===== config.mk =====
export PLATFORM = sky130hd
export DESIGN_NAME = pkt_buf_top
export DESIGN_NICKNAME = d
export VERILOG_FILES = /design/src/pkt_buf_pkg.sv /design/src/axis_frame_fifo.sv /design/src/frame_len_check.sv /design/src/frame_stat_regs.sv /design/src/pkt_buf_top.sv
export SDC_FILE = /design/constraint.sdc
export NUM_CORES = 2
export LEC_CHECK = 0
export BUFFER_PORTS_ARGS = -buffer_cell sky130_fd_sc_hd__buf_2
export CAP_MARGIN = 20
export CORE_MARGIN = 3
export CORE_UTILIZATION = 40
export DETAILED_ROUTE_END_ITERATION = 8
export PLACE_DENSITY_LB_ADDON = 0.15
export SYNTH_ARGS = -nofsm -noshare
export SYNTH_HDL_FRONTEND = slang
export SYNTH_SLANG_ARGS = --single-unit

===== constraint.sdc =====
create_clock -name clk -period 5.7 [get_ports clk]
set_input_delay 0.285 -clock clk [delete_from_list [all_inputs] [get_ports clk]]
set_output_delay 0.285 -clock clk [all_outputs]
set_load 0.02 [all_outputs]

===== src/pkt_buf_pkg.sv =====
package pkt_buf_pkg;

  // --------------------------------------------------------------------------
  // stream beat fields
  // --------------------------------------------------------------------------

  typedef logic [31:0] data_t;
  typedef logic [3:0]  keep_t;

  // beat counts and the length limit share one width.
  typedef logic [15:0] len_t;

  // --------------------------------------------------------------------------
  // register port
  // --------------------------------------------------------------------------

  typedef logic [31:0] cnt_t;
  typedef logic [7:0]  apb_addr_t;

  localparam apb_addr_t REG_MAX_LEN  = 8'h00;
  localparam apb_addr_t REG_GOOD_CNT = 8'h04;
  localparam apb_addr_t REG_BAD_CNT  = 8'h08;
  localparam apb_addr_t REG_OVF_CNT  = 8'h0C;

  // frames longer than this many beats are marked bad.
  localparam len_t MAX_LEN_RESET = 16'd64;

endpackage


===== src/axis_frame_fifo.sv =====
`timescale 1ns/1ps

module axis_frame_fifo import pkt_buf_pkg::*; #(
  parameter int FIFO_ADDR_WIDTH = 6,
  parameter bit DROP_WHEN_FULL  = 1'b1
) (
  input  logic  clk,
  input  logic  rst,
  input  data_t s_tdata,
  input  keep_t s_tkeep,
  input  logic  s_tlast,
  input  logic  s_tuser,
  input  logic  s_tvalid,
  output logic  s_tready,
  output data_t m_tdata,
  output keep_t m_tkeep,
  output logic  m_tlast,
  output logic  m_tvalid,
  input  logic  m_tready,
  output logic  good_frame,
  output logic  bad_frame,
  output logic  overflow
);

  localparam int AW     = FIFO_ADDR_WIDTH;
  localparam int WORD_W = $bits(data_t) + $bits(keep_t) + 1;

  // one extra bit tells a full FIFO from an empty one.
  typedef logic [AW:0] ptr_t;

  logic [WORD_W-1:0] mem [2**AW];

  ptr_t wr_ptr_commit;
  ptr_t wr_ptr_cur;
  ptr_t rd_ptr;
  ptr_t rd_ptr_next;

  logic empty_q;
  logic drop_frame;
  logic full_cur;
  logic full_wr;
  logic accept;
  logic drop_beat;
  logic write;
  logic read;
  logic store_output;

  logic [WORD_W-1:0] mem_rd_data;
  logic              mem_rd_valid;
  logic [WORD_W-1:0] out_data;
  logic              out_valid;

  // --------------------------------------------------------------------------
  // write side
  // --------------------------------------------------------------------------

  // full_cur means no room for another beat; full_wr means the frame being
  // written alone fills the whole memory and can never be committed.
  assign full_cur = (wr_ptr_cur[AW] != rd_ptr[AW]) &&
                    (wr_ptr_cur[AW-1:0] == rd_ptr[AW-1:0]);
  assign full_wr  = (wr_ptr_cur[AW] != wr_ptr_commit[AW]) &&
                    (wr_ptr_cur[AW-1:0] == wr_ptr_commit[AW-1:0]);

  assign s_tready  = !full_cur || full_wr || DROP_WHEN_FULL;
  assign accept    = s_tvalid && s_tready;
  assign drop_beat = full_cur || full_wr || drop_frame;
  assign write     = accept && !drop_beat;

  always_ff @(posedge clk) begin
    if (rst) begin
      wr_ptr_commit <= '0;
      wr_ptr_cur    <= '0;
      drop_frame    <= 1'b0;
      good_frame    <= 1'b0;
      bad_frame     <= 1'b0;
      overflow      <= 1'b0;
    end else begin
      good_frame <= 1'b0;
      bad_frame  <= 1'b0;
      overflow   <= 1'b0;
      if (accept) begin
        if (drop_beat) begin
          // swallow the rest of the frame, then forget it.
          drop_frame <= 1'b1;
          if (s_tlast) begin
            wr_ptr_cur <= wr_ptr_commit;
            drop_frame <= 1'b0;
            // a frame that is bad anyway is counted as bad.
            if (s_tuser) begin
              bad_frame <= 1'b1;
            end else begin
              overflow <= 1'b1;
            end
          end
        end else begin
          wr_ptr_cur <= wr_ptr_cur + 1'b1;
          if (s_tlast) begin
            if (s_tuser) begin
              wr_ptr_cur <= wr_ptr_commit;
              bad_frame  <= 1'b1;
            end else begin
              wr_ptr_commit <= wr_ptr_cur + 1'b1;
              good_frame    <= 1'b1;
            end
          end
        end
      end
    end
  end

  always_ff @(posedge clk) begin
    if (write) begin
      mem[wr_ptr_cur[AW-1:0]] <= {s_tlast, s_tkeep, s_tdata};
    end
  end

  // --------------------------------------------------------------------------
  // read side
  // --------------------------------------------------------------------------

  // the memory read stage refills whenever the output stage takes its word,
  // so a stalled output keeps both stages loaded.
  always_comb begin
    store_output = m_tready || !out_valid;
    read         = !empty_q && (store_output || !mem_rd_valid);
    rd_ptr_next  = rd_ptr;
    if (read) begin
      rd_ptr_next = rd_ptr + 1'b1;
    end
  end

  always_ff @(posedge clk) begin
    if (rst) begin
      rd_ptr       <= '0;
      empty_q      <= 1'b1;
      mem_rd_valid <= 1'b0;
      out_valid    <= 1'b0;
    end else begin
      rd_ptr  <= rd_ptr_next;
      // registered empty flag, so a commit shows up one cycle later.
      empty_q <= (wr_ptr_commit == rd_ptr_next);
      if (store_output || !mem_rd_valid) begin
        mem_rd_valid <= read;
      end
      if (store_output) begin
        out_valid <= mem_rd_valid;
      end
    end
  end

  always_ff @(posedge clk) begin
    if (read) begin
      mem_rd_data <= mem[rd_ptr[AW-1:0]];
    end
    if (store_output) begin
      out_data <= mem_rd_data;
    end
  end

  assign {m_tlast, m_tkeep, m_tdata} = out_data;
  assign m_tvalid = out_valid;

endmodule


===== src/frame_len_check.sv =====
`timescale 1ns/1ps

module frame_len_check import pkt_buf_pkg::*; (
  input  logic  clk,
  input  logic  rst,
  input  len_t  max_len,
  input  data_t s_tdata,
  input  keep_t s_tkeep,
  input  logic  s_tlast,
  input  logic  s_tuser,
  input  logic  s_tvalid,
  output logic  s_tready,
  output data_t m_tdata,
  output keep_t m_tkeep,
  output logic  m_tlast,
  output logic  m_tuser,
  output logic  m_tvalid,
  input  logic  m_tready
);

  len_t beat_cnt;
  logic beat_xfer;
  logic too_long;

  assign beat_xfer = s_tvalid && m_tready;

  // the current beat is number beat_cnt + 1, so it is over the limit once
  // the beats already seen reach max_len.
  assign too_long = (beat_cnt >= max_len);

  // --------------------------------------------------------------------------
  // beat counter
  // --------------------------------------------------------------------------

  always_ff @(posedge clk) begin
    if (rst) begin
      beat_cnt <= '0;
    end else if (beat_xfer) begin
      if (s_tlast) begin
        beat_cnt <= '0;
      end else if (beat_cnt != '1) begin
        beat_cnt <= beat_cnt + 1'b1;
      end
    end
  end

  // --------------------------------------------------------------------------
  // pass-through with the bad flag merged on the last beat
  // --------------------------------------------------------------------------

  assign m_tdata  = s_tdata;
  assign m_tkeep  = s_tkeep;
  assign m_tlast  = s_tlast;
  assign m_tvalid = s_tvalid;
  assign s_tready = m_tready;

  always_comb begin
    m_tuser = s_tuser;
    if (s_tlast) begin
      m_tuser = s_tuser || too_long;
    end
  end

endmodule


===== src/frame_stat_regs.sv =====
`timescale 1ns/1ps

module frame_stat_regs import pkt_buf_pkg::*; (
  input  logic      clk,
  input  logic      rst,
  input  apb_addr_t paddr,
  input  logic      psel,
  input  logic      penable,
  input  logic      pwrite,
  input  data_t     pwdata,
  output data_t     prdata,
  output logic      pready,
  output logic      pslverr,
  input  logic      good_frame,
  input  logic      bad_frame,
  input  logic      overflow,
  output len_t      max_len
);

  logic       access_req;
  logic       addr_ok;
  logic       wr_en;
  logic [2:0] evt;
  logic [2:0] clr;
  cnt_t       cnt_q [3];

  // --------------------------------------------------------------------------
  // APB handshake
  // --------------------------------------------------------------------------

  // the first access cycle only registers the request, pready follows.
  assign access_req = psel && penable && !pready;

  always_comb begin
    case (paddr)
      REG_MAX_LEN, REG_GOOD_CNT, REG_BAD_CNT, REG_OVF_CNT: addr_ok = 1'b1;
      default: addr_ok = 1'b0;
    endcase
  end

  always_ff @(posedge clk) begin
    if (rst) begin
      pready  <= 1'b0;
      pslverr <= 1'b0;
    end else begin
      pready  <= access_req;
      pslverr <= access_req && !addr_ok;
    end
  end

  // writes take effect on the completing cycle.
  assign wr_en = psel && penable && pready && pwrite && addr_ok;

  always_ff @(posedge clk) begin
    if (rst) begin
      max_len <= MAX_LEN_RESET;
    end else if (wr_en && (paddr == REG_MAX_LEN)) begin
      max_len <= pwdata[$bits(len_t)-1:0];
    end
  end

  // --------------------------------------------------------------------------
  // frame counters
  // --------------------------------------------------------------------------

  assign evt = {overflow, bad_frame, good_frame};

  always_comb begin
    clr = '0;
    if (wr_en) begin
      case (paddr)
        REG_GOOD_CNT: clr[0] = 1'b1;
        REG_BAD_CNT:  clr[1] = 1'b1;
        REG_OVF_CNT:  clr[2] = 1'b1;
        default:      clr    = '0;
      endcase
    end
  end

  always_ff @(posedge clk) begin
    for (int i = 0; i < 3; i++) begin
      if (rst || clr[i]) begin
        cnt_q[i] <= '0;
      end else if (evt[i] && (cnt_q[i] != '1)) begin
        cnt_q[i] <= cnt_q[i] + 1'b1;
      end
    end
  end

  always_comb begin
    case (paddr)
      REG_MAX_LEN:  prdata = data_t'(max_len);
      REG_GOOD_CNT: prdata = cnt_q[0];
      REG_BAD_CNT:  prdata = cnt_q[1];
      REG_OVF_CNT:  prdata = cnt_q[2];
      default:      prdata = '0;
    endcase
  end

endmodule


===== src/pkt_buf_top.sv =====
`timescale 1ns/1ps

module pkt_buf_top import pkt_buf_pkg::*; #(
  parameter int FIFO_ADDR_WIDTH = 6,
  parameter bit DROP_WHEN_FULL  = 1'b1
) (
  input  logic      clk,
  input  logic      rst,
  input  data_t     s_tdata,
  input  keep_t     s_tkeep,
  input  logic      s_tlast,
  input  logic      s_tuser,
  input  logic      s_tvalid,
  output logic      s_tready,
  output data_t     m_tdata,
  output keep_t     m_tkeep,
  output logic      m_tlast,
  output logic      m_tvalid,
  input  logic      m_tready,
  input  apb_addr_t paddr,
  input  logic      psel,
  input  logic      penable,
  input  logic      pwrite,
  input  data_t     pwdata,
  output data_t     prdata,
  output logic      pready,
  output logic      pslverr
);

  data_t chk_tdata;
  keep_t chk_tkeep;
  logic  chk_tlast;
  logic  chk_tuser;
  logic  chk_tvalid;
  logic  chk_tready;
  logic  good_frame;
  logic  bad_frame;
  logic  overflow;
  len_t  max_len;

  frame_len_check i_frame_len_check (
    .clk      (clk),
    .rst      (rst),
    .max_len  (max_len),
    .s_tdata  (s_tdata),
    .s_tkeep  (s_tkeep),
    .s_tlast  (s_tlast),
    .s_tuser  (s_tuser),
    .s_tvalid (s_tvalid),
    .s_tready (s_tready),
    .m_tdata  (chk_tdata),
    .m_tkeep  (chk_tkeep),
    .m_tlast  (chk_tlast),
    .m_tuser  (chk_tuser),
    .m_tvalid (chk_tvalid),
    .m_tready (chk_tready)
  );

  axis_frame_fifo #(
    .FIFO_ADDR_WIDTH (FIFO_ADDR_WIDTH),
    .DROP_WHEN_FULL  (DROP_WHEN_FULL)
  ) i_axis_frame_fifo (
    .clk        (clk),
    .rst        (rst),
    .s_tdata    (chk_tdata),
    .s_tkeep    (chk_tkeep),
    .s_tlast    (chk_tlast),
    .s_tuser    (chk_tuser),
    .s_tvalid   (chk_tvalid),
    .s_tready   (chk_tready),
    .m_tdata    (m_tdata),
    .m_tkeep    (m_tkeep),
    .m_tlast    (m_tlast),
    .m_tvalid   (m_tvalid),
    .m_tready   (m_tready),
    .good_frame (good_frame),
    .bad_frame  (bad_frame),
    .overflow   (overflow)
  );

  frame_stat_regs i_frame_stat_regs (
    .clk        (clk),
    .rst        (rst),
    .paddr      (paddr),
    .psel       (psel),
    .penable    (penable),
    .pwrite     (pwrite),
    .pwdata     (pwdata),
    .prdata     (prdata),
    .pready     (pready),
    .pslverr    (pslverr),
    .good_frame (good_frame),
    .bad_frame  (bad_frame),
    .overflow   (overflow),
    .max_len    (max_len)
  );

endmodule


==> run_results.csv <==
group,metric,value,unit
synthesis,synth_area_per_cell,22.3,um^2
synthesis,ys_seq_area_share,76.4,%
drt,post_drt_wl_per_cell,30.8,um
synthesis,ys.flop_type,"edfxtp_1",
final_layout,ff_latch_area,77500,um^2
final_layout,multi_input_area,23100,um^2
final_layout,fill_cells,20699,
power_and_ir_drop,combPwrFrac,13.4,%
grt,grt-ovfl-total,0,
worst_setup_path,cp.arrival,4.61,ns
cts,clk_latency,0.90,ns
synthesis,synthesis.area,101000,um^2
power_and_ir_drop,p_int,34.4,mW
drt,dr.pass1.iters,5,
cts,htree_levels,5,
grt,grt_pass1_vias,49521,
worst_setup_path,worstPathRequired,6.24,ns
synthesis,synth_top_area_share,75.2,%
power_and_ir_drop,p_per_area,384,nW/um^2
sta,hold_violations,0,
sta,clock_skew,0.0639,ns
worst_setup_path,end_kind,"flop",
drt,vias,48260,
min_path,hold_class,"input port to flop",
final_layout,finish.net_count,5094,
sta,fin_crit,4.07,ns
place,place_hpwl,139,mm
cts,cts_root_buf,"clkbuf_16",
power_and_ir_drop,vdd_ir_drop_max,337,uV
power_and_ir_drop,clkPwrFrac,38.2,%
sta,rsz0062_at_grt,"false",
synthesis,synth_most_common_cell,"edfxtp_1",
drt,drt_iter0_markers,4952,
cts,post_cts_buffers,0,
cts,cts_sinks,2600,
synthesis,ys_async_sr_fraction,0,%
worst_setup_path,cp_max_fo,27,
floorplan,start_util,40.3,%
sta,relSlewSlack,17.5,%
power_and_ir_drop,seqPwrFrac,48.4,%
synthesis,ys_warn_count,0,
worst_setup_path,critPathSlowestCell,"nor2_1",
floorplan,fp.dieH,509,um
power_and_ir_drop,total_power,45.0,mW
cts,tritoncts,"yes",
outcome,outcome,"complete, no violations",
floorplan,die_width,509,um
synthesis,yosysUniqueCellTypes,57,
power_and_ir_drop,power.switching,10.6,mW
grt,grt_pass1_wl,372,mm
sta,period_share,71.4,%
final_layout,syn2layout_area_growth,15.6,%
grt,grt_max_degree,113,
synthesis,synth_nets,4648,
drt,drtAntennaViolNets,0,
grt,antenna_found_initial,20,
worst_setup_path,path_class,"flop to flop",
drt,wl,263,mm
synthesis,synth_area_leaders,"edfxtp_1, mux4_2, dfxtp_1",
drt,vias_per_cell,5.65,
place,port_buffers,140,
worst_setup_path,crit_path_frequent_cell,"buf_4",
synthesis,yosysTopAreaCell,"edfxtp_1",
run,maxCapViolCount,0,
sta,tightestPinTransition,1.24,ns
drt,drc,0,
worst_setup_path,slowest_delay,0.82,ns
synthesis,syn_inst,4541,
floorplan,pin_count,158,
sta,setup_viol,0,
power_and_ir_drop,sw_frac_of_total,23.5,%
cts,numCtsBuffers,291,
sta,slew_viol_final,0,
sta,finalSetupTns,0,ns
final_layout,fin_util,46.5,%
sta,hold_slack,0.0820,ns
cts,cts_max_path_buffers,4,
cts,path_clk_slew,0.06,ns
final_layout,drive_gt1_share,29.3,%
worst_setup_path,crit_chain,"xor2_1, nor4_1, a41o_1, nor2_1, nand4b_1, buf_4, nor2_4, buf_4",
synthesis,synthTopCellsByCount,"edfxtp_1, mux4_2, nor2_1, clkbuf_1, nand2_1",
floorplan,die_area,259000,um^2
power_and_ir_drop,cellLeakagePower,35.9,nW
floorplan,fp.coreArea,252000,um^2
grt,grtUsageTotal,20.3,%
sta,max_freq,246,MHz
worst_setup_path,start_kind,"flop",
place,gp_congestion,0.760,
synthesis,synth_edf_count,2538,
synthesis,ys_ff_latch,2600,
floorplan,rows,184,
power by group through the flow:
stage	combinational (mW)	sequential (mW)	clock [mW]
floorplan	4.24	22.1	0
global placement	6.05	22.2	0
detailed placement	6.06	22.2	0
CTS	6.09	21.8	17.6
global route	6.47	21.8	18.4
finish	6.03	21.8	17.2
logic make-up (layout without fill, tap and decap cells):
kind of cell / after synthesis / after routing / synth area share (%)
AOI/OAI and AO/OA: 172 / 172 / 1.20
xor gates and xnor gates: 132 / 132 / 1.14
adders and majority gates: 22 / 22 / 0.272
buffers and inverters: 269 / 909 / 1.21
DFF: 2600 / 2600 / 76.4
muxes: 791 / 791 / 17.2
other: 1 / 7 / 0.00370
and+or+nand+nor: 554 / 554 / 2.56
state kept, by name (all words and copies together), names as in the netlist, 7 cells and up:
register                         flops
i_axis_frame_fifo.wr_ptr_cur         7
i_frame_stat_regs.max_len           16
i_axis_frame_fifo.mem_rd_data       37
i_frame_len_check.beat_cnt          16
i_frame_stat_regs.cnt_q             96
i_axis_frame_fifo.wr_ptr_commit      7
i_axis_frame_fifo.rd_ptr             7
i_axis_frame_fifo.out_data          37
i_axis_frame_fifo.mem             2368
layer usage:
metal  global-route usage (%)  routed length, um
met5                        0                 13
met4                     4.37               4880
met3                     3.42              14600
met2                     33.8             131000
met1                     28.3             112000
critical path: cells and delay by family, from the launching register on:
| kind | cells | cell delay, ns |
|---|---|---|
| AO/OA/AOI/OAI | 1 | 0.30 |
| flip-flops | 1 | 0.61 |
| buffers and inverters | 2 | 0.96 |
| XOR/XNOR | 1 | 0.20 |
| AND/OR/NAND/NOR | 4 | 1.60 |
layout make-up:
class	count	area share, %
Sequential cell	2600	66.1
Inverter	30	0.0961
Clock inverter	113	0.704
Timing Repair Buffer	392	3.13
Tap cell	3348	3.58
Antenna cell	6	0.0128
Multi-Input combinational cell	1672	19.7
Clock buffer	374	6.60
metrics by stage:
stage	area, um^2	setup WS [ns]	cells
global route	117000	1.36	8532
CTS	116000	1.59	8455
detailed placement	107000	1.60	7929
floorplan	101000	1.14	4541
global placement	107000	1.62	7926
finish	117000	1.63	8535
final timing paths:
path / startpoint / end / slack (ns) / cells past startpoint
hold / removal: s_tuser / i_axis_frame_fifo.overflow / 0.08 / 4
hold reg to reg: i_axis_frame_fifo.mem_rd_data[35] / i_axis_frame_fifo.out_data[35] / 0.43 / 0
setup / recovery: i_axis_frame_fifo.wr_ptr_cur[5] / i_axis_frame_fifo.mem[57][4] / 1.63 / 8
setup reg to reg: i_axis_frame_fifo.wr_ptr_cur[5] / i_axis_frame_fifo.mem[57][4] / 1.63 / 8
layout by cell type (no fill, tap or decap), types with 61 or more instances in the layout:
cell,synthesis,routed
buf_4,23,114
clkinv_1,2,61
mux4_2,756,756
buf_2,54,140
nand2_1,98,98
nor2_1,242,185
edfxtp_1,2538,2538
clkbuf_16,0,297
xor2_1,78,78
dlygate4sd3_1,0,76
a22oi_1,90,90
clkbuf_1,133,76
timing repair:
item | 4_1_cts | 5_1_grt
resized for setup | 0 | 0
hold buffers | 39 | 37
endpoints found under the hold margin | 88 | 1212
No activity file was read; power rests on OpenSTA's default activity.
